$ cat config.mk
export PLATFORM = sky130hd
export DESIGN_NAME = registerFile
export DESIGN_NICKNAME = d
export VERILOG_FILES = /design/src/hdl/cpuIsaPkg.sv /design/src/hdl/cpuCtrlPkg.sv /design/src/hdl/registerFile.sv
export SDC_FILE = /design/constraint.sdc
export NUM_CORES = 1
export LEC_CHECK = 0
export ABC_AREA = 1
export BUFFER_PORTS_ARGS = -buffer_cell sky130_fd_sc_hd__buf_2
export CAP_MARGIN = 10
export CELL_PAD_IN_SITES_DETAIL_PLACEMENT = 0
export CELL_PAD_IN_SITES_GLOBAL_PLACEMENT = 1
export CORE_ASPECT_RATIO = 0.8
export CORE_MARGIN = 5
export CORE_UTILIZATION = 44
export CTS_CLUSTER_DIAMETER = 120
export CTS_CLUSTER_SIZE = 20
export DETAILED_ROUTE_END_ITERATION = 8
export PLACE_DENSITY_LB_ADDON = 0.25
export SLEW_MARGIN = 20
export SYNTH_ARGS = -nofsm -noshare
export SYNTH_HDL_FRONTEND = slang
export SYNTH_SLANG_ARGS = --single-unit
$ cat constraint.sdc
create_clock -name clk -period 1.5 [get_ports clk]
set_clock_uncertainty 0.05 [all_clocks]
set_input_delay 0.225 -clock clk [delete_from_list [all_inputs] [get_ports clk]]
set_output_delay 0.225 -clock clk [all_outputs]
set_load 0.005 [all_outputs]
$ cat src/hdl/cpuIsaPkg.sv
// Instruction-set definitions for the load/store core
// Word type, opcode encoding, instruction field positions, memory and register sizes
package cpuIsaPkg;

    localparam int wordWidth = 32;
    localparam int regCount = 16;
    localparam int regIdxWidth = 4;
    localparam int memWords = 512;
    localparam int memAddrWidth = 9;

    typedef logic [wordWidth-1:0] wordT;

    typedef enum logic [4:0] {
        ld   = 5'd0,
        st   = 5'd1,
        addi = 5'd2,
        add  = 5'd3,
        sub  = 5'd4,
        andOp = 5'd5,
        orOp = 5'd6,
        out  = 5'd7,
        halt = 5'd8
    } opcodeT;

    // Field positions within an instruction word
    localparam int opMsb = 31;
    localparam int opLsb = 27;
    localparam int raMsb = 26;
    localparam int raLsb = 23;
    localparam int rbMsb = 22;
    localparam int rbLsb = 19;
    localparam int rcMsb = 18;
    localparam int rcLsb = 15;
    localparam int cMsb = 18; // C overlaps rc
    localparam int cLsb = 0;

    typedef struct packed {
        logic [regIdxWidth-1:0] ra;
        logic [regIdxWidth-1:0] rb;
        logic [regIdxWidth-1:0] rc;
    } irFieldsT;

endpackage

$ cat src/hdl/cpuCtrlPkg.sv
// Control-path definitions
// Micro-step enum, ALU operations, control strobe bundle and bus source names
package cpuCtrlPkg;

    typedef enum logic [2:0] {
        T0, T1, T2, T3, T4, T5, T6, T7
    } stepT;

    typedef enum logic [2:0] {
        passY = 3'd0,
        addOp = 3'd1,
        subOp = 3'd2,
        andOp = 3'd3,
        orOp  = 3'd4,
        incPc = 3'd5
    } aluOpT;

    // One strobe set per micro-step
    typedef struct packed {
        logic gra;
        logic grb;
        logic grc;
        logic rIn;
        logic rOut;
        logic baOut;     // Base read, R0 gives zero
        logic pcIn;
        logic pcOut;
        logic marIn;
        logic mdrIn;
        logic mdrOut;
        logic read;
        logic write;
        logic yIn;
        logic zIn;
        logic zLowOut;
        logic cOut;
        logic outPortIn;
        aluOpT aluOp;
    } ctrlSignalsT;

    typedef enum logic [2:0] {
        busNone, busReg, busPc, busMdr, busZ, busC
    } busSrcT;

endpackage

$ cat src/hdl/registerFile.sv
// General register file and program counter
// Gra/Grb/Grc index select, base-address read with R0 as zero
`timescale 1ns/100ps
module registerFile (
    input  logic                    clk,
    input  logic                    rstN,
    input  cpuCtrlPkg::ctrlSignalsT ctrl,
    input  cpuIsaPkg::irFieldsT     irFields,
    input  logic                    start,
    input  cpuIsaPkg::wordT         bus,
    output cpuIsaPkg::wordT         regData,
    output cpuIsaPkg::wordT         pcData
);

    cpuIsaPkg::wordT                   regs [cpuIsaPkg::regCount];
    cpuIsaPkg::wordT                   pc;
    logic [cpuIsaPkg::regIdxWidth-1:0] regIdx;

    always_comb begin
        if (ctrl.gra)
            regIdx = irFields.ra;
        else if (ctrl.grb)
            regIdx = irFields.rb;
        else if (ctrl.grc)
            regIdx = irFields.rc;
        else
            regIdx = '0; // No register selected
    end

    // Zero only for a base read of R0
    assign regData = (ctrl.baOut && regIdx == '0) ? '0 : regs[regIdx];
    assign pcData = pc;

    always_ff @(posedge clk) begin
        if (ctrl.rIn)
            regs[regIdx] <= bus;
    end

    always_ff @(posedge clk or negedge rstN) begin
        if (!rstN)
            pc <= '0;
        else if (start)
            pc <= '0; // Program always starts at word 0
        else if (ctrl.pcIn)
            pc <= bus;
    end

endmodule

==> results by group <==
Timing
  • Final setup violation count: 458
  • Worst slew pin tran: 0.579 ns
  • RSZ-0062 raised after global routing: true
  • Setup ws final: -0.640 ns
  • Final hold slack: 0.0521 ns
  • Final min period: 2.14 ns
  • Hold Fails Final Rpt: 0
  • Slew HR: 0.613
  • F_max: between 0.4 and 0.5 GHz
  • Fin. max-slew vios: 0
  • Part of the cycle the worst path needs: 1.43
  • Setup TNS: -85.44 ns

Worst hold path
  • Hold_sp: bus[21]
  • Hold endpoint: pcData[21]
  • Hold WC Path Type: primary input to flop
  • Hold Path Depth: 4

Yosys
  • Post-Syn Area: 0.0233 mm2
  • Synth cell types: 25
  • Synth top area share: 0.661
  • Mapped Nets: 2,339
  • Yosys reg bits: 544
  • Syn Area/Cell: 10.2 um2
  • Top cell type by total area after synthesis: edfxtp_1
  • Post-synthesis sequential area ratio: 0.695
  • Top cells by area, synth: edfxtp_1, nand2_1, inv_1
  • Ys Warns: 0
  • Synthesized netlist cell count: roughly 2,300

Drt
  • Vias: 16,900
  • DRC: 0
  • First-pass iteration count of the detailed router: 7
  • Post-route ant nets: 0
  • DR iter-0 viols: 1,771
  • Drt total wl: 71,200 um
  • DR vias/cell: 5.10
  • WL/cell: 21.5 um

Setup path
  • Reg2Reg Depth: 2
  • Nature of the critical path startpoint: primary input
  • Crit-path max FO: 7
  • Critical Path End Type: primary output
  • Worst r2r src: pcData[19]
  • Flop2flop setup slack: between 0.7 and 0.8 ns
  • CP arrival: 1.86 ns
  • Req. time, crit path: roughly 1.2 ns
  • Setup Crit Path Kind: primary input to primary output
  • Worst R2R End: pcData[19]

Clocking
  • Clk_lat worst skew: 0.61 ns
  • H-tree levels: 1
  • Worst-path clk slew: 0.08 ns
  • CTS sink cnt: 544
  • Clk root buf: clkbuf_16
  • Clock buffer depth: 3
  • TritonCTS clock tree: yes
  • Num CTS Buffers: 31

Placement
  • Placed cell count: approximately 3,100
  • Placed inst area: approximately 0.027 mm2
  • Port Buffers: approximately 120
  • Detail Placement HPWL: just over 40,000 um
  • Gpl congestion: about 0.88
  • Pre-CTS setup slack: -0.823 ns

GRT
  • First-pass GRT wire length: 100,000 um
  • GRT met2 Usage: 0.359
  • Largest net degree at the start of global routing: 57
  • Number of global-route vias before repair: roughly 16,000
  • Gr ovfl total: 0
  • M1 GR Usage: 0.347
  • Global routing's busiest layer: met2
  • Initial antenna violation count: 0
  • Total global-route track usage: 0.230
  • Routing usage on met3: 0.0340

Cells and area
  • Nets@finish: between 2,000 and 3,000
  • Finished Layout Cells: roughly 3,300
  • P&R area growth vs syn: 30.2%
  • Share of cells above drive strength 1: 0.219
  • Antenna cells: 0
  • Fin area: 0.0303 mm2

Floorplanning
  • DIE HEIGHT: 216 um
  • Die width: 267 um
  • Die area: 0.0576 mm2
  • FP Rows: 75
  • Ports: 132
  • Initial Util: 0.444
  • Core outline area: 0.0524 mm2

Power and ir drop
  • Cell Pwr Density: 1040 mW/mm2
  • VDD IR max: 0.000781 V
  • Static Leak: 13.0 nW

Run
  • Max-cap check violation count: 0

Run status
  • Failing checks: setup timing
  • Outcome: finished with violations
cells by family after synthesis:
logic type	Yosys count	synth area share
and+or+nand+nor	1102	0.186
DFF	544	0.695
buffers and inverters	442	0.0790
AOI/OAI and AO/OA	183	0.0398
stage by stage:
step	total power, W	utilization
floorplan	0.0196	-
global placement	0.0217	0.507
detailed placement	0.0217	0.507
CTS	0.0311	0.560
global route	0.0326	0.579
finish	0.0314	0.579
repair_timing:
item / 4_1_cts / 5_1_grt
setup endpoints to repair: 544 / 398
resized for setup: 197 / 133
hold buffers: 33 / 0
hold endpoints to repair: 480 / 0
buffers inserted: 44 / 20
pin swaps: 82 / 102
gates cloned: 20 / 22
synth_stat cells:
cell type and number:
a21oi_1 6, a21oi_2 1, a31oi_1 2, buf_1 7, buf_2 28, buf_4 18
buf_6 10, clkbuf_1 39, dfrtp_1 32, edfxtp_1 512, inv_1 337, inv_2 3
nand2_1 809, nand2_2 3, nand2_8 1, nand3_1 110, nand3_2 1, nand3b_1 4
nor2_1 171, nor2_2 1, o21ai_0 128, o21ai_1 45, o21ai_2 1, or2_1 1
or2_2 1
cell usage in the layout (no fill, tap or decap), drive strengths merged:
cell type	synthesis	final
nor2	172	172
inv	340	338
a21oi	7	7
or2	2	2
clkinvlp	0	3
clkbuf	39	77
nand2	813	814
buf	63	341
nand3b	4	4
nand3	111	111
a31oi	2	2
clkinv	0	1
bufbuf	0	1
o21ai	174	174
dfrtp	32	32
edfxtp	512	512
dlygate4sd3	0	33
sequential cells by signal (all words and copies together), names as in the netlist:
signal,flops
regs,512
pcData,32
power breakdown:
group | switching [W] | total [W] | internal (W)
clock | 0.00484 | 0.00880 | 0.00395
combinational | 0.00312 | 0.00541 | 0.00230
sequential | 0.000129 | 0.0172 | 0.0171
critical path, stage by stage:
cell and delay (ns):
buf_12 0.10, inv_8 0.03, buf_12 0.13, nand3_4 0.09
nand2_8 0.10, buf_12 0.14, nor2_4 0.16, inv_2 0.09
nor2_4 0.13, nand2_4 0.11, buf_12 0.18, buf_6 0.12
nand3_1 0.07, nor2_1 0.05, buf_2 0.12
area by class of cell:
class	count	area, um2
Fill cell	4345	22100
Sequential cell	544	16200
Multi-Input combinational cell	1286	6100
Timing Repair Buffer	396	4940
Inverter	340	1320
Clock buffer	56	870
Tap cell	693	867
Clock inverter	2	25.0
per-layer routing:
layer / up-vias / wire, um
met5: - / 0
met4: 0 / 1550
met3: 77 / 5130
met2: 588 / 32600
met1: 8319 / 31900
li1: 7944 / -
worst max path at each step:
stage / from / end / slack [ns]
finish: ctrl[20] / regData[24] / -0.64
global route: ctrl[18] / regData[24] / -0.70
CTS: ctrl[20] / regData[9] / -0.58
detailed placement: ctrl[20] / regData[28] / -0.82
global placement: ctrl[20] / regData[28] / -0.83
floorplan: ctrl[19] / regs[12][0] / -0.61
Power figures use the tool's default switching activity.
