==> src/hdl/cpuIsaPkg.sv <==
// Instruction-set definitions for the load/store core
// Word type, opcode encoding, instruction field positions, memory and register sizes
package cpuIsaPkg;

    localparam int wordWidth = 32;
    localparam int regCount = 16;
    localparam int regIdxWidth = 4;
    localparam int memWords = 512;
    localparam int memAddrWidth = 9;

    typedef logic [wordWidth-1:0] wordT;

    typedef enum logic [4:0] {
        ld   = 5'd0,
        st   = 5'd1,
        addi = 5'd2,
        add  = 5'd3,
        sub  = 5'd4,
        andOp = 5'd5,
        orOp = 5'd6,
        out  = 5'd7,
        halt = 5'd8
    } opcodeT;

    // Field positions within an instruction word
    localparam int opMsb = 31;
    localparam int opLsb = 27;
    localparam int raMsb = 26;
    localparam int raLsb = 23;
    localparam int rbMsb = 22;
    localparam int rbLsb = 19;
    localparam int rcMsb = 18;
    localparam int rcLsb = 15;
    localparam int cMsb = 18; // C overlaps rc
    localparam int cLsb = 0;

    typedef struct packed {
        logic [regIdxWidth-1:0] ra;
        logic [regIdxWidth-1:0] rb;
        logic [regIdxWidth-1:0] rc;
    } irFieldsT;

endpackage

==> src/hdl/cpuCtrlPkg.sv <==
// Control-path definitions
// Micro-step enum, ALU operations, control strobe bundle and bus source names
package cpuCtrlPkg;

    typedef enum logic [2:0] {
        T0, T1, T2, T3, T4, T5, T6, T7
    } stepT;

    typedef enum logic [2:0] {
        passY = 3'd0,
        addOp = 3'd1,
        subOp = 3'd2,
        andOp = 3'd3,
        orOp  = 3'd4,
        incPc = 3'd5
    } aluOpT;

    // One strobe set per micro-step
    typedef struct packed {
        logic gra;
        logic grb;
        logic grc;
        logic rIn;
        logic rOut;
        logic baOut;     // Base read, R0 gives zero
        logic pcIn;
        logic pcOut;
        logic marIn;
        logic mdrIn;
        logic mdrOut;
        logic read;
        logic write;
        logic yIn;
        logic zIn;
        logic zLowOut;
        logic cOut;
        logic outPortIn;
        aluOpT aluOp;
    } ctrlSignalsT;

    typedef enum logic [2:0] {
        busNone, busReg, busPc, busMdr, busZ, busC
    } busSrcT;

endpackage

==> src/hdl/aluUnit.sv <==
// ALU with its operand and result registers
// Y holds the first operand, the bus gives the second, Z keeps the result
`timescale 1ns/100ps
module aluUnit (
    input  logic                    clk,
    input  logic                    rstN,
    input  cpuCtrlPkg::ctrlSignalsT ctrl,
    input  cpuIsaPkg::wordT         bus,
    output cpuIsaPkg::wordT         zData
);

    cpuIsaPkg::wordT y;
    cpuIsaPkg::wordT z;
    cpuIsaPkg::wordT result;

    always_comb begin
        case (ctrl.aluOp)
            cpuCtrlPkg::addOp: begin
                result = y + bus;
            end
            cpuCtrlPkg::subOp: begin
                result = y - bus;
            end
            cpuCtrlPkg::andOp: begin
                result = y & bus;
            end
            cpuCtrlPkg::orOp: begin
                result = y | bus;
            end
            cpuCtrlPkg::incPc: begin
                // Bus carries PC during T0, Y not involved
                result = bus + cpuIsaPkg::wordT'(1);
            end
            default: begin
                result = y;
            end
        endcase
    end

    always_ff @(posedge clk or negedge rstN) begin
        if (!rstN) begin
            y <= '0;
        end else if (ctrl.yIn) begin
            y <= bus;
        end
    end

    always_ff @(posedge clk or negedge rstN) begin
        if (!rstN) begin
            z <= '0;
        end else if (ctrl.zIn) begin
            z <= result;
        end
    end

    assign zData = z; // Single word, so Z low is all of Z

endmodule

==> config.mk <==
export PLATFORM = sky130hd
export DESIGN_NAME = aluUnit
export DESIGN_NICKNAME = d
export VERILOG_FILES = /design/src/hdl/cpuIsaPkg.sv /design/src/hdl/cpuCtrlPkg.sv /design/src/hdl/aluUnit.sv
export SDC_FILE = /design/constraint.sdc
export NUM_CORES = 1
export LEC_CHECK = 0
export BUFFER_PORTS_ARGS = -buffer_cell sky130_fd_sc_hd__buf_4
export CAP_MARGIN = 20
export CORE_MARGIN = 3
export CORE_UTILIZATION = 35
export CTS_BUF_LIST = sky130_fd_sc_hd__clkbuf_16
export CTS_CLUSTER_DIAMETER = 120
export DETAILED_ROUTE_END_ITERATION = 16
export PLACE_DENSITY = 0.65
export RECOVER_POWER = 50
export SLEW_MARGIN = 20
export SYNTH_ARGS = -nofsm -noshare
export SYNTH_HDL_FRONTEND = slang
export SYNTH_SLANG_ARGS = --single-unit
==> constraint.sdc <==
create_clock -name clk -period 2.7 [get_ports clk]
set_clock_uncertainty 0.05 [all_clocks]
set_input_delay 0.135 -clock clk [delete_from_list [all_inputs] [get_ports clk]]
set_output_delay 0.135 -clock clk [all_outputs]
set_load 0.01 [all_outputs]
==> results.py, run 1 <==
metrics = {
    "status": {
        "status": "finished with violations",
        "violations": "max-capacitance violations, max-slew violations, negative setup slack",
    },
    "power": {
        "p_per_area_nw_per_um2": 452,
        "pwr-share-clk_pct": 23.8,
        "power_switching_mw": 2.04,
        "peakVddDrop_mv": 0.199,
        "leakage_nw": 5.18,
        "p_sw_share_pct": 40.3,
        "internal-power_mw": 3.03,
        "pwr-share-seq_pct": 23.3,
        "pwr-share-comb_pct": 53.0,
        "total_power_mw": 5.07,
    },
    "synthesis": {
        "synth_top_area_share_pct": 20.5,
        "postSynthCellCount": 1023,
        "synth_area_leader_cell": "dfrtp_1",
        "synth_ff_type": "dfrtp_1",
        "syn_nets": 1206,
        "ys_seq_area_share_pct": 20.5,
        "synth_seq_cells": 64,
        "synth-edff-count": 0,
        "post_synth_num_cell_types": 72,
        "syn_area_um2": 7820,
        "ys_async_sr_fraction_pct": 100,
        "syn_area_per_cell_um2": 7.64,
        "ys_top_cells_by_area": "dfrtp_1, ha_1, a21oi_1",
        "yosys_warnings": 0,
    },
    "floorplan": {
        "rows": 54,
        "die_w_um": 155,
        "dieArea_um2": 24200,
        "io_pins": 87,
        "fp.dieH_um": 155,
        "initial_utilization_pct": 35.7,
        "core_um2": 21900,
    },
    "sta": {
        "final_hold_viol_count": 0,
        "rsz0062_at_grt": "true",
        "layout_min_cycle_time_ps": 2990,
        "worstMarginPinSlew_ps": 1810,
        "finalSetupViolCount": 21,
        "post-route-period-util_pct": 111,
        "layout_setup_ws_ps": -289,
        "hold_slack_ps": 9.64,
        "max_freq_mhz": 335,
        "drv_slew": 65,
        "slew_headroom_pct": -20.5,
    },
    "cts": {
        "cts_max_path_buffers": 2,
        "clkTransAtPathRegs_ps": 70,
        "clkLatencyLatePin_ps": 360,
        "numClockSinks": 64,
        "cts_max_level": 3,
        "tritoncts": "done",
        "numCtsBuffers": 9,
        "cts_root_buf": "clkbuf_16",
    },
    "route": {
        "via_count": 8677,
        "firstDrtPassIters": 5,
        "wl_per_cell_um": 18.3,
        "drc": 0,
        "drt-initial-drc-count": 655,
        "ant_nets": 0,
        "vias_per_cell": 5.55,
        "wirelength_um": 28600,
    },
    "global_route": {
        "grt_pass1_wl_um": 44300,
        "track_usage_pct": 23.0,
        "grt_max_degree": 65,
        "antenna_found_initial": 0,
        "grt_pass1_vias": 8537,
        "grt_overflow": 0,
    },
    "worst_setup_path": {
        "cp_data_arrival_time_ps": 3180,
        "path_class": "reg2reg",
        "end_kind": "flip-flop",
        "path_max_fanout": 2,
        "cp-start-kind": "flip-flop",
        "cp.required_ps": 2900,
    },
    "job": {
        "maxCapViolations": 1,
    },
    "cells_and_area": {
        "antenna-diode-count": 0,
        "fillCellCount": 2104,
        "syn_to_final_growth_pct": 43.5,
        "fin_nets": 1461,
        "layout-drive-gt1-share_pct": 29.9,
    },
    "place": {
        "io_buffers": 70,
        "hpwl_um": 19900,
        "gp_congestion": 0.941,
    },
    "worst_hold_path": {
        "hold_path.class": "in2reg",
    },
}
-- cell type report --
type,count,area (um2),area share (%)
clock buffer,9,225,2.01
clock inverter,7,55.1,0.491
inverter,111,417,3.72
multi-input combinational,796,6370,56.8
sequential,64,1600,14.3
tap,280,350,3.12
timing repair buffer,296,2200,19.6
-- registers in the layout, summed over array words and instances (netlist names) --
name and flops:
y 32, zData 32
-- cell usage after synthesis (all sizes together) (4+ instances only) --
cell type / count
mux2i: 4
nand3: 11
or3: 5
xor2: 11
a21o: 17
o31ai: 7
a21oi: 139
and3: 4
ha: 126
o21bai: 14
nor4: 4
o221ai: 13
nand2: 74
buf: 8
xnor2: 38
a221oi: 11
o21ai: 104
a221o: 4
inv: 110
o22ai: 15
o211ai: 8
or2: 6
a211oi: 12
dfrtp: 64
nor3: 13
nor2b: 7
o2bb2ai: 8
clkbuf: 44
nand2b: 14
a31oi: 8
nor2: 67
-- stage by stage --
stage	instances	setup slack, ps	TNS, ps	cell area [um2]	utilization [%]
floorplan	1023	-100	-738	8010	-
global placement	1500	-398	-5300	9990	45.6
detailed placement	1500	-464	-6490	9990	45.6
CTS	1552	-304	-3160	10900	49.9
global route	1563	-442	-6720	11200	51.2
finish	1563	-289	-3600	11200	51.2
-- power by group through the flow --
stage          combinational (mW)  clock (mW)  sequential (mW)
6_report                     2.69        1.21             1.18
5_1_grt                      2.92        1.26             1.20
4_1_cts                      2.55        1.22             1.18
3_5_place_dp                 2.34           0             1.20
3_3_place_gp                 2.31           0             1.20
2_1_floorplan                1.34           0             1.22
-- path summary, 6_finish.rpt --
check,startpoint,to,slack (ps),cells after the start
min in group asynchronous,rstN,y[25]$_DFFE_PN0P_,760,2
min reg2reg,zData[17]$_DFFE_PN0P_,zData[17]$_DFFE_PN0P_,450,1
max,y[0]$_DFFE_PN0P_,zData[16]$_DFFE_PN0P_,-290,16
min,bus[31],y[31]$_DFFE_PN0P_,10,3
max reg2reg,y[0]$_DFFE_PN0P_,zData[16]$_DFFE_PN0P_,-290,16
max in group asynchronous,rstN,zData[6]$_DFFE_PN0P_,770,2
-- worst max-delay path: stages (launching register included) --
cell and delay, ps:
dfrtp_1 400, inv_2 80, buf_6 100, nand2_4 50, ha_4 170, fa_2 400
a21oi_4 160, o21ai_2 90, a21oi_4 200, buf_6 130, o21a_1 140, a21oi_2 70
a21bo_2 250, a21o_1 170, a21oi_2 130, xnor2_1 90, a31o_2 230
-- layout by cell type, fill, tap and decap left out, types with 7 or more instances in the layout --
master         instances
dfrtp_1               64
clkbuf_16              9
dlygate4sd3_1         19
buf_6                 11
nand3_1                9
clkbuf_1              40
nand2b_1              14
nor2_1                64
a211oi_2               7
inv_1                106
a221oi_1               9
o21bai_1              14
ha_4                  15
xor2_1                11
a21o_1                17
o221ai_1              10
a21oi_1              112
a21oi_4                8
a21oi_2               19
o211ai_1               8
o21ai_0               76
ha_1                 109
xnor2_1               35
nand2_1               72
buf_4                221
nor3_1                10
o21ai_1               15
o21ai_2                7
o2bb2ai_1              7
o22ai_1               15
-- timing repair --
| action | CTS | global route |
|---|---|---|
| hold endpoints to repair | 82 | 0 |
| setup buffers | 19 | 13 |
| endpoints found under the setup margin | 24 | 26 |
| gates resized for setup | 73 | 73 |
| hold buffers | 19 | 0 |
| pin swaps | 61 | 62 |
-- metal layers --
metal | vias up | global-route usage (%) | part of all wire, % | wire [um]
met4 | 0 | 9.38 | 3.1 | 890
met1 | 4145 | 30.5 | 44 | 12700
met2 | 321 | 37.9 | 47 | 13300
met5 | - | 0 | 0 | 0
met3 | 58 | 2.73 | 6.0 | 1730
li1 | 4153 | - | - | -
-- cell families (layout without fill, tap and decap cells) --
family	count (synthesis)	after routing	synth area share (%)
muxes	6	6	0.800
DFF	64	64	20.5
xor gates and xnor gates	49	49	5.49
AOI/OAI and AO/OA	393	393	31.8
adders and majority gates	128	128	20.7
buffers and inverters	163	423	7.86
and+or+nand+nor	220	220	12.9
Note: power is estimated with default switching activity, not from simulation.
==> inputs of run 2 (changes only) <==
SETUP_SLACK_MARGIN = 0.02   (was not set)
==> run 2 against run 1 <==
  * The run ends with negative setup slack left
  * Cell count rose by 0.26%
  * Setup slack improved by 53 ps
  * Sequential power hardly changed
  * Core utilization up 0.75 points
  * Clock power about the same
  * Power up 0.69%
  * Register-to-register slack better by 50 ps
  * Largest cell class unchanged
  * Highest routed layer unchanged
==> results.py, run 2 (synthesis gave the netlist of run 1 again) <==
metrics = {
    "cts": {
        "tritoncts": "done",
        "cts_max_level": 3,
        "numCtsBuffers": 9,
        "clkTransAtPathRegs_ps": 60,
        "clkLatencyLatePin_ps": 350,
        "cts_root_buf": "clkbuf_16",
        "cts_max_path_buffers": 2,
        "numClockSinks": 64,
    },
    "power": {
        "p_sw_share_pct": 39.3,
        "total_power_mw": 5.11,
        "power_switching_mw": 2.01,
        "leakage_nw": 5.35,
        "pwr-share-clk_pct": 23.0,
        "pwr-share-seq_pct": 23.2,
        "internal-power_mw": 3.10,
        "p_per_area_nw_per_um2": 449,
        "peakVddDrop_mv": 0.211,
        "pwr-share-comb_pct": 53.8,
    },
    "cells_and_area": {
        "stdcell_count": 1567,
        "syn_to_final_growth_pct": 45.6,
        "final_common_cell": "buf_4",
        "fin_nets": 1466,
        "fillCellCount": 2025,
        "layout-drive-gt1-share_pct": 33.3,
        "final_cell_mix": "buf_4, a21oi_1, ha_1",
        "antenna-diode-count": 0,
        "final_core_util_pct": 52.0,
    },
    "sta": {
        "final_hold_viol_count": 0,
        "hold_slack_ps": 9.10,
        "post-route-period-util_pct": 109,
        "max_freq_mhz": 341,
        "finalSetupViolCount": 20,
        "rsz0062_at_grt": "true",
        "tns_ps": -2960,
        "worstMarginPinSlew_ps": 926,
        "layout_min_cycle_time_ps": 2940,
        "slew_headroom_pct": 38.3,
        "drv_slew": 0,
        "layout_setup_ws_ps": -236,
    },
    "global_route": {
        "track_usage_pct": 22.6,
        "antenna_found_initial": 0,
        "grt_pass1_wl_um": 44200,
        "grt_pass1_vias": 8488,
        "grt_overflow": 0,
        "grtUsageMet1_pct": 30.5,
        "busiest_layer": "met2",
        "use_met2_pct": 36.8,
        "use_met3_pct": 3.56,
        "grt_max_degree": 65,
    },
    "route": {
        "firstDrtPassIters": 8,
        "wirelength_um": 28100,
        "vias_per_cell": 5.46,
        "drt-initial-drc-count": 672,
        "wl_per_cell_um": 18.0,
        "drc": 0,
        "via_count": 8557,
        "ant_nets": 0,
    },
    "worst_setup_path": {
        "cp_data_arrival_time_ps": 3160,
        "cpPeakStageDelay_ps": 420,
        "cp-start-kind": "flip-flop",
        "path_depth": 14,
        "critPathTopFamily": "compound AO/OA/AOI/OAI gates",
        "worst-r2r-cell-count": 14,
        "path_max_fanout": 3,
        "cpMaxStageDelayCell": "fa_2",
        "path_buf_inv": 2,
        "end_kind": "flip-flop",
        "path_class": "reg2reg",
        "cp_cell_sequence": "inv_2 > ha_4 > inv_2 > fa_2 > nand2b_4 > a221oi_4 > o21ai_2 > a21oi_4 > or3b_4 > a31oi_4 > xnor2_1 > a222oi_1 > o221ai_1 > o21ai_1",
        "critPathMostFrequentCell": "inv_2",
        "cp.required_ps": 2920,
    },
    "floorplan": {
        "die_w_um": 155,
        "initial_utilization_pct": 35.7,
        "fp.dieH_um": 155,
        "core_um2": 21900,
        "io_pins": 87,
        "rows": 54,
        "dieArea_um2": 24200,
    },
    "place": {
        "dp.cells": 1496,
        "gp_congestion": 0.941,
        "io_buffers": 70,
        "hpwl_um": 19800,
    },
    "worst_hold_path": {
        "hold_depth": 3,
        "hold_path.class": "in2reg",
    },
    "status": {
        "violations": "negative setup slack",
        "status": "finished with violations",
    },
    "job": {
        "maxCapViolations": 0,
    },
}
## run 2: cell types whose count changed in the layout (fill, tap and decap cells not counted), sizes merged
| cell | before | now |
|---|---|---|
| buf | 235 | 273 |
| dlygate4sd3 | 19 | 20 |
| inv | 112 | 110 |
| clkinv | 5 | 6 |
| clkbuf | 51 | 17 |
## run 2: area by class of cell
cell class	count	area (um2)	share of cell area (%)
multi-input cells	796	6340	55.7
flip-flops and latches	64	1600	14.1
repair buffers	301	2390	21.0
inverters	111	417	3.66
clock buffers	9	225	1.98
clock inverters	6	51.3	0.451
well taps	280	350	3.08
## run 2: per-layer routing
layer | vias up | routed length (um)
met2 | 295 | 13000
met1 | 4056 | 12700
met5 | - | 0
li1 | 4155 | -
met4 | 0 | 729
met3 | 51 | 1700
## run 2: repair_timing
action / in CTS / in global routing
endpoints found under the hold margin: 83 / 0
hold buffers: 20 / 0
pin swaps: 61 / 55
setup endpoints to repair: 25 / 26
setup buffers: 23 / 16
gates resized for setup: 82 / 60
## run 2: power groups by stage
stage | clock network [mW] | logic, mW | registers, mW
floorplan | 0 | 1.34 | 1.22
global placement | 0 | 2.29 | 1.19
detailed placement | 0 | 2.31 | 1.20
CTS | 1.19 | 2.56 | 1.18
global route | 1.24 | 2.98 | 1.20
finish | 1.18 | 2.75 | 1.18
## run 2: worst register-to-register path: stages (launching register included)
cell and delay (ps):
dfrtp_1 390, inv_2 90, ha_4 130, inv_2 40, fa_2 420, nand2b_4 100
a221oi_4 60, o21ai_2 220, a21oi_4 100, or3b_4 420, a31oi_4 190, xnor2_1 90
a222oi_1 280, o221ai_1 170, o21ai_1 110
## run 2: path summary, 6_finish.rpt
check	to	from	slack [ps]
worst min-delay path	y[6]$_DFFE_PN0P_	bus[6]	9
worst min register to register	zData[8]$_DFFE_PN0P_	zData[8]$_DFFE_PN0P_	440
worst max register to register	zData[18]$_DFFE_PN0P_	y[0]$_DFFE_PN0P_	-240
min in group asynchronous	zData[23]$_DFFE_PN0P_	rstN	420
worst max-delay path	zData[18]$_DFFE_PN0P_	y[0]$_DFFE_PN0P_	-240
max in group asynchronous	y[1]$_DFFE_PN0P_	rstN	1520
## run 2: stage by stage
step	setup slack, ps	cell area, um2
finish	-236	11400
global route	-381	11400
CTS	-174	11000
detailed placement	-463	9960
global placement	-343	9960
floorplan	-99.9	8010
