## src/hdl/cpuIsaPkg.sv

```systemverilog
// Instruction-set definitions for the load/store core
// Word type, opcode encoding, instruction field positions, memory and register sizes
package cpuIsaPkg;

    localparam int wordWidth = 32;
    localparam int regCount = 16;
    localparam int regIdxWidth = 4;
    localparam int memWords = 512;
    localparam int memAddrWidth = 9;

    typedef logic [wordWidth-1:0] wordT;

    typedef enum logic [4:0] {
        ld   = 5'd0,
        st   = 5'd1,
        addi = 5'd2,
        add  = 5'd3,
        sub  = 5'd4,
        andOp = 5'd5,
        orOp = 5'd6,
        out  = 5'd7,
        halt = 5'd8
    } opcodeT;

    // Field positions within an instruction word
    localparam int opMsb = 31;
    localparam int opLsb = 27;
    localparam int raMsb = 26;
    localparam int raLsb = 23;
    localparam int rbMsb = 22;
    localparam int rbLsb = 19;
    localparam int rcMsb = 18;
    localparam int rcLsb = 15;
    localparam int cMsb = 18; // C overlaps rc
    localparam int cLsb = 0;

    typedef struct packed {
        logic [regIdxWidth-1:0] ra;
        logic [regIdxWidth-1:0] rb;
        logic [regIdxWidth-1:0] rc;
    } irFieldsT;

endpackage

```

## src/hdl/cpuCtrlPkg.sv

```systemverilog
// Control-path definitions
// Micro-step enum, ALU operations, control strobe bundle and bus source names
package cpuCtrlPkg;

    typedef enum logic [2:0] {
        T0, T1, T2, T3, T4, T5, T6, T7
    } stepT;

    typedef enum logic [2:0] {
        passY = 3'd0,
        addOp = 3'd1,
        subOp = 3'd2,
        andOp = 3'd3,
        orOp  = 3'd4,
        incPc = 3'd5
    } aluOpT;

    // One strobe set per micro-step
    typedef struct packed {
        logic gra;
        logic grb;
        logic grc;
        logic rIn;
        logic rOut;
        logic baOut;     // Base read, R0 gives zero
        logic pcIn;
        logic pcOut;
        logic marIn;
        logic mdrIn;
        logic mdrOut;
        logic read;
        logic write;
        logic yIn;
        logic zIn;
        logic zLowOut;
        logic cOut;
        logic outPortIn;
        aluOpT aluOp;
    } ctrlSignalsT;

    typedef enum logic [2:0] {
        busNone, busReg, busPc, busMdr, busZ, busC
    } busSrcT;

endpackage

```

## src/hdl/controlUnit.sv

```systemverilog
// Control unit for the bus core
// Instruction register, micro-step counter, run/halt state and strobe decode
`timescale 1ns/100ps
module controlUnit (
    input  logic                    clk,
    input  logic                    rstN,
    input  logic                    start,
    input  cpuIsaPkg::wordT         bus,
    output cpuCtrlPkg::ctrlSignalsT ctrl,
    output cpuIsaPkg::wordT         cValue,
    output cpuIsaPkg::irFieldsT     irFields,
    output logic                    halted
);

    cpuIsaPkg::wordT         ir;
    cpuCtrlPkg::stepT        step;
    cpuCtrlPkg::ctrlSignalsT ctrlNext;
    cpuIsaPkg::opcodeT       irOp;
    cpuIsaPkg::opcodeT       busOp;
    logic                    running;
    logic                    lastStep;
    logic                    haltStep;

    function automatic cpuCtrlPkg::aluOpT aluOpFor(input cpuIsaPkg::opcodeT op);
        case (op)
            cpuIsaPkg::sub:   return cpuCtrlPkg::subOp;
            cpuIsaPkg::andOp: return cpuCtrlPkg::andOp;
            cpuIsaPkg::orOp:  return cpuCtrlPkg::orOp;
            default:          return cpuCtrlPkg::addOp; // add, addi
        endcase
    endfunction

    assign irOp = cpuIsaPkg::opcodeT'(ir[cpuIsaPkg::opMsb:cpuIsaPkg::opLsb]);
    assign busOp = cpuIsaPkg::opcodeT'(bus[cpuIsaPkg::opMsb:cpuIsaPkg::opLsb]);

    assign cValue = {{(cpuIsaPkg::wordWidth - cpuIsaPkg::cMsb - 1){ir[cpuIsaPkg::cMsb]}},
                     ir[cpuIsaPkg::cMsb:cpuIsaPkg::cLsb]};

    always_comb begin
        irFields.ra = ir[cpuIsaPkg::raMsb:cpuIsaPkg::raLsb];
        irFields.rb = ir[cpuIsaPkg::rbMsb:cpuIsaPkg::rbLsb];
        irFields.rc = ir[cpuIsaPkg::rcMsb:cpuIsaPkg::rcLsb];
    end

    always_comb begin
        ctrlNext = '0;
        lastStep = 1'b0;
        haltStep = 1'b0;
        case (step)
            cpuCtrlPkg::T0: begin // Fetch address, PC+1 into Z
                ctrlNext.pcOut = 1'b1;
                ctrlNext.marIn = 1'b1;
                ctrlNext.zIn = 1'b1;
                ctrlNext.aluOp = cpuCtrlPkg::incPc;
            end
            cpuCtrlPkg::T1: begin
                ctrlNext.zLowOut = 1'b1;
                ctrlNext.pcIn = 1'b1;
                ctrlNext.read = 1'b1;
                ctrlNext.mdrIn = 1'b1;
            end
            cpuCtrlPkg::T2: begin
                ctrlNext.mdrOut = 1'b1; // IR picks this up
                haltStep = (busOp == cpuIsaPkg::halt);
                lastStep = haltStep;
            end
            default: begin
                case (irOp)
                    cpuIsaPkg::ld, cpuIsaPkg::st: begin
                        case (step)
                            cpuCtrlPkg::T3: begin
                                ctrlNext.grb = 1'b1;
                                ctrlNext.baOut = 1'b1;
                                ctrlNext.yIn = 1'b1;
                            end
                            cpuCtrlPkg::T4: begin // Effective address
                                ctrlNext.cOut = 1'b1;
                                ctrlNext.zIn = 1'b1;
                                ctrlNext.aluOp = cpuCtrlPkg::addOp;
                            end
                            cpuCtrlPkg::T5: begin
                                ctrlNext.zLowOut = 1'b1;
                                ctrlNext.marIn = 1'b1;
                            end
                            cpuCtrlPkg::T6: begin
                                ctrlNext.mdrIn = 1'b1;
                                ctrlNext.read = (irOp == cpuIsaPkg::ld);
                                ctrlNext.gra = (irOp == cpuIsaPkg::st);
                                ctrlNext.rOut = (irOp == cpuIsaPkg::st);
                            end
                            default: begin
                                ctrlNext.mdrOut = (irOp == cpuIsaPkg::ld);
                                ctrlNext.gra = (irOp == cpuIsaPkg::ld);
                                ctrlNext.rIn = (irOp == cpuIsaPkg::ld);
                                ctrlNext.write = (irOp == cpuIsaPkg::st);
                                lastStep = 1'b1;
                            end
                        endcase
                    end
                    cpuIsaPkg::addi, cpuIsaPkg::add, cpuIsaPkg::sub,
                    cpuIsaPkg::andOp, cpuIsaPkg::orOp: begin
                        case (step)
                            cpuCtrlPkg::T3: begin
                                ctrlNext.grb = 1'b1;
                                ctrlNext.rOut = 1'b1;
                                ctrlNext.yIn = 1'b1;
                            end
                            cpuCtrlPkg::T4: begin
                                ctrlNext.cOut = (irOp == cpuIsaPkg::addi);
                                ctrlNext.grc = (irOp != cpuIsaPkg::addi);
                                ctrlNext.rOut = (irOp != cpuIsaPkg::addi);
                                ctrlNext.zIn = 1'b1;
                                ctrlNext.aluOp = aluOpFor(irOp);
                            end
                            default: begin // Write back
                                ctrlNext.zLowOut = 1'b1;
                                ctrlNext.gra = 1'b1;
                                ctrlNext.rIn = 1'b1;
                                lastStep = 1'b1;
                            end
                        endcase
                    end
                    cpuIsaPkg::out: begin
                        ctrlNext.gra = 1'b1;
                        ctrlNext.rOut = 1'b1;
                        ctrlNext.outPortIn = 1'b1;
                        lastStep = 1'b1;
                    end
                    default: lastStep = 1'b1; // Unused opcode acts as a no-op
                endcase
            end
        endcase
    end

    assign ctrl = running ? ctrlNext : '0;
    assign halted = !running;

    always_ff @(posedge clk or negedge rstN) begin
        if (!rstN) begin
            running <= 1'b0;
            step <= cpuCtrlPkg::T0;
        end else if (!running) begin
            if (start) begin
                running <= 1'b1;
                step <= cpuCtrlPkg::T0;
            end
        end else begin
            step <= lastStep ? cpuCtrlPkg::T0 : cpuCtrlPkg::stepT'(step + 3'd1);
            if (haltStep)
                running <= 1'b0;
        end
    end

    always_ff @(posedge clk) begin
        if (running && step == cpuCtrlPkg::T2)
            ir <= bus;
    end

endmodule

```

## config.mk

```make
export PLATFORM = sky130hd
export DESIGN_NAME = controlUnit
export DESIGN_NICKNAME = d
export VERILOG_FILES = /design/src/hdl/cpuIsaPkg.sv /design/src/hdl/cpuCtrlPkg.sv /design/src/hdl/controlUnit.sv
export SDC_FILE = /design/constraint.sdc
export NUM_CORES = 1
export LEC_CHECK = 0
export BUFFER_PORTS_ARGS = -buffer_cell sky130_fd_sc_hd__buf_2
export CORE_MARGIN = 2
export CORE_UTILIZATION = 46
export CTS_CLUSTER_DIAMETER = 30
export DETAILED_ROUTE_END_ITERATION = 7
export PLACE_DENSITY = 0.8
export RECOVER_POWER = 50
export SYNTH_ARGS = -nofsm -noshare
export SYNTH_HDL_FRONTEND = slang
export SYNTH_SLANG_ARGS = --single-unit
```

## constraint.sdc

```tcl
create_clock -name clk -period 2.8 [get_ports clk]
set_clock_uncertainty 0.05 [all_clocks]
set_input_delay 0.28 -clock clk [delete_from_list [all_inputs] [get_ports clk]]
set_output_delay 0.28 -clock clk [all_outputs]
set_load 0.01 [all_outputs]
```

==> flow_metrics.env, run 1 <==
export IMPL_status="completed"
export IMPL_drtAntennaViolNets=0
export IMPL_grt_setup_unrepaired="false"
export IMPL_async_flop_share_pct=11.11
export IMPL_cts_sinks=36
export IMPL_grt_pass1_vias=1343
export IMPL_yosysSeqAreaShare_pct=51.87
export IMPL_fin_tns_setup_ns=0
export IMPL_synth_ff_type="edfxtp_1"
export IMPL_critPathKind="reg2out"
export IMPL_slew_headroom_pct=71.17
export IMPL_clock_path_buffers=2
export IMPL_layout_commonest_cell="buf_2"
export IMPL_die_h_um=70.69
export IMPL_hold_path_depth=1
export IMPL_multi_input_area_sq_um=586.8
export IMPL_path_clk_slew_ns=0.07
export IMPL_htreeDepth=2
export IMPL_place_hpwl_um=3143
export IMPL_drt_total_wl_um=4052
export IMPL_arrival_ns=2.26
export IMPL_crit_path_max_fanout=6
export IMPL_maxCapViolCount=0
export IMPL_grtUsageTotal_pct=16.40
export IMPL_grt_pass1_wl_um=6396
export IMPL_hold_violations=0
export IMPL_synth_top_area_cell="edfxtp_1"
export IMPL_placed_cell_area_sq_mm=0.002251
export IMPL_design_area_sq_mm=0.002297
export IMPL_drt_first_pass_iters=4
export IMPL_die_x_um=70.69
export IMPL_grt_max_degree=34
export IMPL_crit_chain="inv_1 -> ha_1 -> nor3_4 -> o21ai_2 -> or3_4 -> nor4b_2 -> buf_2"
export IMPL_ys_warnings_count=0
export IMPL_p_per_area_mw_per_mm2=948.7
export IMPL_rows=24
export IMPL_cp_required_ns=2.47
export IMPL_synthesis_nets=219
export IMPL_worstSkewPairLatency_ns=0.27
export IMPL_cts_hold_fix_buffers=1
export IMPL_antenna_cells=0
export IMPL_fp_dieArea_sq_mm=0.004996
export IMPL_ys_seq_elements=36
export IMPL_min_period_ns=2.587
export IMPL_initial_utilization_pct=47.31
export IMPL_port_buffers=100
export IMPL_route_vias_total=1440
export IMPL_final_cell_mix="62 x buf_2, 39 x clkbuf_1, 32 x edfxtp_1, 16 x nor2_1, 9 x nand2_1"
export IMPL_drive_gt1_share_pct=35.00
export IMPL_wl_per_cell_um=13.88
export IMPL_overflow=0
export IMPL_r2r_cells=4
export IMPL_p_leak_uw=0.0009344
export IMPL_irDropWorstVdd_mv=0.3856
export IMPL_setup_viol=0
export IMPL_fin_nets=279
export IMPL_cts_tree="yes"
export IMPL_cts_root_buf="clkbuf_8"
export IMPL_drc=0
export IMPL_worst_setup_path_end_kind="output port"
export IMPL_worstMarginPinSlew_ns=0.4324
export IMPL_drv_slew=0
export IMPL_antenna_found_initial=0
export IMPL_cts_made_buffers=5
export IMPL_area_delta_synth_final_pct=12.29
export IMPL_synthTopCellsByArea="edfxtp_1 47%, buf_4 17%, dfrtp_1 4.9%"
export IMPL_syn_inst=179
export IMPL_hp_class="in2reg"
export IMPL_drt_iter0_markers=118
export IMPL_regArea_sq_mm=0.001061
export IMPL_crit_path_top_delay_cell="dfrtp_1"
export IMPL_fmax_mhz=386.5
export IMPL_finish_utilization_pct=53.13
export IMPL_max_stage_delay_ns=0.45
export IMPL_core_area_sq_mm=0.004324
export IMPL_num_io_pins=101
export IMPL_post_cts_buffers=0
export IMPL_synth_avg_cell_area_sq_um=11.43
export IMPL_post_route_period_util_pct=92.41
export IMPL_synth_edf_count=32
export IMPL_gp_congestion=0.8878
export IMPL_syn_area_sq_mm=0.002046
export IMPL_start_kind="flop"
export IMPL_cts_resized_gates=0
export IMPL_yosysTopAreaCellShare_pct=46.97
export IMPL_vias_per_cell=4.932
export IMPL_yosys_cell_types_count=42
export IMPL_n_fill_cell=427
export IMPL_preCtsSetupSlack_ns=0.5066
export IMPL_setup_ws_ns=0.2126
path summary, 6_finish.rpt:
path	start	to	slack (ns)
worst max-delay path	step[0]	ctrl[4]	0.21
worst min-delay path	bus[4]	ir[4]	0.12
worst max register to register	step[0]	ir[26]	0.95
worst min register to register	step[1]	step[1]	0.55
max in group asynchronous	rstN	step[1]	2.22
min in group asynchronous	rstN	running	0.30
synth_stat cells, drive strengths merged, types with 3 or more instances:
| cell type | number |
|---|---|
| nor3 | 9 |
| nor2b | 3 |
| inv | 5 |
| nand3 | 4 |
| nand2 | 9 |
| a21oi | 5 |
| buf | 50 |
| ha | 5 |
| a32oi | 3 |
| a31oi | 3 |
| edfxtp | 32 |
| and3 | 3 |
| dfrtp | 4 |
| nor2 | 17 |
| o21ai | 7 |
cells by family (layout without fill, tap and decap cells):
group / after synthesis / count (layout) / synth area share, %
buf+inv: 56 / 117 / 19.45
flops: 36 / 36 / 51.87
compound gates: 27 / 27 / 9.542
fa+ha+maj: 5 / 5 / 3.058
xor+xnor: 1 / 1 / 0.4282
simple gates: 54 / 54 / 15.66
layout make-up:
class | count | area share [%]
sequential | 36 | 46.19
multi-input combinational | 87 | 25.54
timing repair buffer | 103 | 20.81
clock buffer | 6 | 3.159
tap | 52 | 2.832
inverter | 6 | 0.9804
clock inverter | 2 | 0.4902
through the flow:
stage	std cells	hold slack [ns]	total power, uW
3_5_place_dp	283	0.03916	1867
6_report	292	0.1217	2179
2_1_floorplan	179	-0.06559	1667
5_1_grt	292	0.1032	2341
3_3_place_gp	283	0.03524	1843
4_1_cts	292	0.1098	2213
report_power, final:
part	total, uW	switching, uW	internal (uW)
logic	1000	631	373
clock network	339	167	172
registers	836	84.9	751
total	2180	883	1300
layer usage:
layer,track usage [%],vias to the layer above,part of all wire (%)
met1,20.89,665,42
li1,-,706,-
met4,4.403,0,0.67
met5,0,-,0
met3,5.840,2,8.6
met2,26.69,67,49
sequential cells by signal, summed over array words and instances, names as in the netlist:
register	flops
ir	32
running	1
step	3
critical path, delay by kind of cell (launching register included):
kind,cells,cell delay (ns)
and+or+nand+nor,3,0.85
adders and majority gates,1,0.30
AOI/OAI and AO/OA,1,0.13
buffers and inverters,2,0.26
DFF,1,0.45
No activity file was read; power rests on OpenSTA's default activity.
==> inputs of run 2 (changes only) <==
REMOVE_ABC_BUFFERS = 1   (was unset)
==> run 2 against run 1 <==
Net effect: global-route usage down 0.57 points; total power down 1.2%; sequential share of layout area up 0.28 points; die area unchanged; clock-buffer cell count down 1; sequential power up 3.8%; fmax up 1.3%; combinational power down 4%; design area down 0.49%; clock power down 5%; first-iteration DRC count down 57%; non-clock buffer count down 1.
==> flow_metrics.env, run 2 (synthesis gave the netlist of run 1 again) <==
export IMPL_status="completed"
export IMPL_place_hpwl_um=3121
export IMPL_overflow=0
export IMPL_die_h_um=70.69
export IMPL_htreeDepth=2
export IMPL_largest_reg_flops=32
export IMPL_critical_path_top_delay_family="simple AND/OR/NAND/NOR gates"
export IMPL_top_regs="ir: 32 flops, step: 3 flops, running: 1 flops"
export IMPL_core_area_sq_mm=0.004324
export IMPL_grt_max_degree=34
export IMPL_drt_first_pass_iters=4
export IMPL_reg2reg_to="ir[10]"
export IMPL_setup_viol=0
export IMPL_crit_start="step[0]"
export IMPL_layoutNonFillerInstCount=290
export IMPL_fp_dieArea_sq_mm=0.004996
export IMPL_cts_made_buffers=5
export IMPL_drt_total_wl_um=4026
export IMPL_hp_class="in2reg"
export IMPL_ff2ff_setup_slack_ns=0.99
export IMPL_path_clk_slew_ns=0.06
export IMPL_hold_violations=0
export IMPL_hold_path_depth=1
export IMPL_start_kind="flop"
export IMPL_cts_sinks=36
export IMPL_worst_setup_path_end_kind="output port"
export IMPL_grt_pass1_vias=1389
export IMPL_clock_path_buffers=2
export IMPL_cp_required_ns=2.47
export IMPL_post_cts_buffers=0
export IMPL_antenna_cells=0
export IMPL_cts_tree="yes"
export IMPL_crit_chain="inv_1 -> ha_1 -> nor3_4 -> o21ai_2 -> or3_4 -> nor4b_2 -> buf_2"
export IMPL_drive_gt1_share_pct=35.71
export IMPL_hold_end="ir[18]"
export IMPL_crit_path_max_fanout=6
export IMPL_wl_per_cell_um=13.88
export IMPL_irDropWorstVdd_mv=0.4795
export IMPL_grt_pass1_wl_um=6120
export IMPL_max_stage_delay_ns=0.43
export IMPL_p_per_area_mw_per_mm2=941.8
export IMPL_fin_tns_setup_ns=0
export IMPL_gp_congestion=0.9010
export IMPL_drt_iter0_markers=51
export IMPL_min_delay_start="bus[18]"
export IMPL_drv_slew=0
export IMPL_layout_commonest_cell="buf_2"
export IMPL_grt_setup_unrepaired="false"
export IMPL_rr_startpoint="step[0]"
export IMPL_p_leak_uw=0.0009334
export IMPL_grtUsageTotal_pct=15.82
export IMPL_rows=24
export IMPL_cp_num_buf_inv=2
export IMPL_top_register="ir"
export IMPL_drc=0
export IMPL_r2r_cells=4
export IMPL_n_fill_cell=410
export IMPL_fin_nets=278
export IMPL_fmax_mhz=391.6
export IMPL_antenna_found_initial=0
export IMPL_multi_input_area_sq_um=586.8
export IMPL_crit_path_top_delay_cell="dfrtp_1"
export IMPL_worstMarginPinSlew_ns=0.4422
export IMPL_worstSkewPairLatency_ns=0.27
export IMPL_num_io_pins=101
export IMPL_cts_root_buf="clkbuf_8"
export IMPL_route_vias_total=1452
export IMPL_maxCapViolCount=0
export IMPL_port_buffers=100
export IMPL_final_cell_mix="64 x buf_2, 36 x clkbuf_1, 32 x edfxtp_1, 16 x nor2_1, 9 x nand2_1"
export IMPL_arrival_ns=2.22
export IMPL_post_route_period_util_pct=91.21
export IMPL_drtAntennaViolNets=0
export IMPL_critPathKind="reg2out"
export IMPL_vias_per_cell=5.007
export IMPL_regArea_sq_mm=0.001062
export IMPL_initial_utilization_pct=47.31
export IMPL_dp_cells=282
export IMPL_die_x_um=70.69
export IMPL_area_delta_synth_final_pct=11.74
export IMPL_min_period_ns=2.554
export IMPL_slew_headroom_pct=70.41
## run 2: cell count changes in the layout (fill, tap and decap cells not counted)
cell and change:
clkbuf_1 -3, buf_2 +2, buf_4 -1, clkinv_1 +1
clkinvlp_4 -1, dfrtp_1 -1, dfrtp_2 +1
## run 2: how the worst max path moves through the flow
stage / slack (ns) / cells after the start / endpoint
finish: 0.25 / 7 / ctrl[4]
global route: 0.08 / 7 / ctrl[4]
CTS: 0.17 / 7 / ctrl[5]
detailed placement: 0.49 / 7 / ctrl[5]
global placement: 0.60 / 7 / ctrl[5]
floorplan: 0.56 / 4 / ctrl[10]
## run 2: timing repair
action / in CTS / in global routing
resized for setup: 0 / 1
endpoints found under the hold margin: 4 / 0
hold buffers: 1 / 0
setup endpoints to repair: 0 / 1
## run 2: metrics by stage
step / hold slack, ns / power (uW) / area (sq um) / setup WS (ns) / utilization [%]
floorplan: -0.06559 / 1480 / 1670 / 0.5564 / -
global placement: 0.03880 / 1837 / 2243 / 0.6005 / 51.88
detailed placement: 0.04108 / 1856 / 2243 / 0.4856 / 51.88
CTS: 0.1154 / 2183 / 2330 / 0.1657 / 53.88
global route: 0.1111 / 2283 / 2286 / 0.08399 / 52.86
finish: 0.1266 / 2153 / 2286 / 0.2462 / 52.86
## run 2: cell type report
class | instances | area share, %
sequential | 36 | 46.47
tap | 52 | 2.846
multi-input combinational | 87 | 25.67
inverter | 6 | 0.9852
timing repair buffer | 102 | 20.69
clock buffer | 5 | 3.010
clock inverter | 2 | 0.3284
## run 2: per-layer routing
layer,vias up,wire (um),GRT usage (%)
li1,709,-,-
met1,648,1539,17.08
met2,88,2002,28.04
met3,7,401,4.701
met4,0,82,7.966
met5,-,0,0
## run 2: where the power goes
group	switching (uW)	internal (uW)
logic	600	364
clock network	158	164
registers	115	753
total	873	1280
==> inputs of run 3 (changes only) <==
PLACE_DENSITY = unset   (was 0.8)
PLACE_DENSITY_LB_ADDON = 0.12   (was unset)
==> run 3 against run 2 <==
Net effect: clock-buffer cell count up 2; largest power group unchanged; setup slack got worse by 0.0079 ns; highest routed layer unchanged; design area increased by 0.60%; critical path depth is the same; total power rose by 0.93%.
==> flow_metrics.env, run 3 (synthesis gave the netlist of run 1 again) <==
export IMPL_p_leak_uw=0.0009408
export IMPL_min_period_ns=2.562
export IMPL_multi_input_area_sq_um=586.8
export IMPL_drv_slew=0
export IMPL_crit_start="step[0]"
export IMPL_routed_top_layer="met4"
export IMPL_power_switching_uw=870.1
export IMPL_internal_power_uw=1303
export IMPL_overflow=0
export IMPL_p_sw_share_pct=40.04
export IMPL_largest_reg_flops=32
export IMPL_n_fill_cell=428
export IMPL_die_x_um=70.69
export IMPL_top_regs="ir: 32 flops, step: 3 flops, running: 1 flops"
export IMPL_grt_max_degree=34
export IMPL_setup_viol=0
export IMPL_cp_num_cells=7
export IMPL_worst_setup_path_end_kind="output port"
export IMPL_final_cell_mix="63 x buf_2, 39 x clkbuf_1, 32 x edfxtp_1, 16 x nor2_1, 9 x nand2_1"
export IMPL_wl_met3_um=387
export IMPL_post_route_period_util_pct=91.49
export IMPL_gp_congestion=0.8003
export IMPL_antenna_found_initial=0
export IMPL_die_h_um=70.69
export IMPL_seqPwrFrac_pct=38.4
export IMPL_wl_met1_um=1566
export IMPL_grt_pass1_vias=1376
export IMPL_cts_root_buf="clkbuf_8"
export IMPL_r2r_cells=4
export IMPL_post_cts_buffers=0
export IMPL_worstSkewPairLatency_ns=0.28
export IMPL_cts_made_buffers=5
export IMPL_critPathKind="reg2out"
export IMPL_hold_violations=0
export IMPL_core_area_sq_mm=0.004324
export IMPL_fin_nets=279
export IMPL_cp_num_buf_inv=2
export IMPL_hp_class="in2reg"
export IMPL_cts_tree="yes"
export IMPL_grt_setup_unrepaired="false"
export IMPL_wl_met2_um=1865
export IMPL_htreeDepth=2
export IMPL_crit_path_top_delay_cell="dfrtp_1"
export IMPL_drc=0
export IMPL_design_area_sq_mm=0.002300
export IMPL_worstMarginPinSlew_ns=0.4378
export IMPL_clock_path_buffers=2
export IMPL_port_buffers=100
export IMPL_fp_dieArea_sq_mm=0.004996
export IMPL_slew_headroom_pct=70.81
export IMPL_crit_path_max_fanout=6
export IMPL_path_clk_slew_ns=0.07
export IMPL_start_kind="flop"
export IMPL_total_power_uw=2173
export IMPL_regArea_sq_mm=0.001061
export IMPL_cts_sinks=36
export IMPL_maxCapViolCount=0
export IMPL_hold_path_depth=1
export IMPL_drive_gt1_share_pct=35.42
export IMPL_dp_cells=283
export IMPL_layoutNonFillerInstCount=292
export IMPL_combPwrFrac_pct=45.5
export IMPL_drt_iter0_markers=90
export IMPL_placed_cell_area_sq_mm=0.002251
export IMPL_top_register="ir"
export IMPL_area_delta_synth_final_pct=12.42
export IMPL_fmax_mhz=390.4
export IMPL_place_hpwl_um=3107
export IMPL_whs_ns=0.1163
export IMPL_wl_per_cell_um=13.37
export IMPL_route_vias_total=1404
export IMPL_arrival_ns=2.23
export IMPL_critical_path_top_delay_family="simple AND/OR/NAND/NOR gates"
export IMPL_grt_pass1_wl_um=6299
export IMPL_p_per_area_mw_per_mm2=944.9
export IMPL_initial_utilization_pct=47.31
export IMPL_num_io_pins=101
export IMPL_layout_commonest_cell="buf_2"
export IMPL_vias_per_cell=4.808
export IMPL_drt_first_pass_iters=4
export IMPL_rows=24
export IMPL_cp_required_ns=2.47
export IMPL_drtAntennaViolNets=0
export IMPL_power_share_clock_pct=16.1
export IMPL_drt_total_wl_um=3905
export IMPL_irDropWorstVdd_mv=0.5016
export IMPL_antenna_cells=0
export IMPL_crit_chain="inv_1 -> ha_1 -> nor3_4 -> o21ai_2 -> or3_4 -> nor4b_2 -> buf_2"
export IMPL_max_stage_delay_ns=0.44
export IMPL_min_delay_start="bus[25]"
export IMPL_status="completed"
export IMPL_fin_tns_setup_ns=0
export IMPL_grtUsageTotal_pct=16.29
export IMPL_rr_startpoint="step[0]"
==> run 3: cell types whose count changed in the layout (fill, tap and decap cells not counted), sizes merged <==
cell / previous run / this run
clkinv: 3 / 2
clkbuf: 41 / 44
==> run 3: final timing paths <==
kind | endpoint | slack [ns]
max | ctrl[4] | 0.24
max reg2reg | ir[28] | 0.97
min reg2reg | step[1] | 0.55
min | ir[25] | 0.12
min in group asynchronous | step[2] | 0.31
max in group asynchronous | step[1] | 2.21
==> run 3: area by class of cell <==
type                    count  area share [%]
well taps                  52           2.829
flip-flops and latches     36           46.14
clock buffers               7           3.319
clock inverters             1          0.3808
multi-input cells          87           25.52
repair buffers            103           20.84
inverters                   6          0.9793
==> run 3: metrics by stage <==
step           utilization [%]  setup WS [ns]
3_5_place_dp             52.05         0.5490
4_1_cts                  54.25         0.2304
3_3_place_gp             52.05         0.6053
5_1_grt                  53.18        0.05750
2_1_floorplan                -         0.5564
6_report                 53.18         0.2383
==> run 3: repair_timing <==
action                                 CTS  global route
resized for setup                        0             0
hold buffers                             1             0
endpoints found under the hold margin    4             0
==> run 3: worst register-to-register path: cells and delay by family, from the launching register on <==
| kind | cells | cell delay, ns |
|---|---|---|
| fa+ha+maj | 1 | 0.29 |
| buf+inv | 2 | 0.49 |
| flops | 1 | 0.44 |
| simple gates | 1 | 0.21 |
==> run 3: routing by layer <==
layer / GRT usage [%] / vias up
li1: - / 708
met4: 6.289 / 0
met2: 27.31 / 60
met1: 17.78 / 627
met3: 7.977 / 9
met5: 0 / -
==> run 3: power groups by stage <==
stage	Combinational (uW)	Clock [uW]	Sequential (uW)
after floorplan	549	0	931
after global placement	1020	0	837
after detailed placement	1020	0	842
after CTS	1030	364	832
after global routing	1090	383	855
final	989	349	835
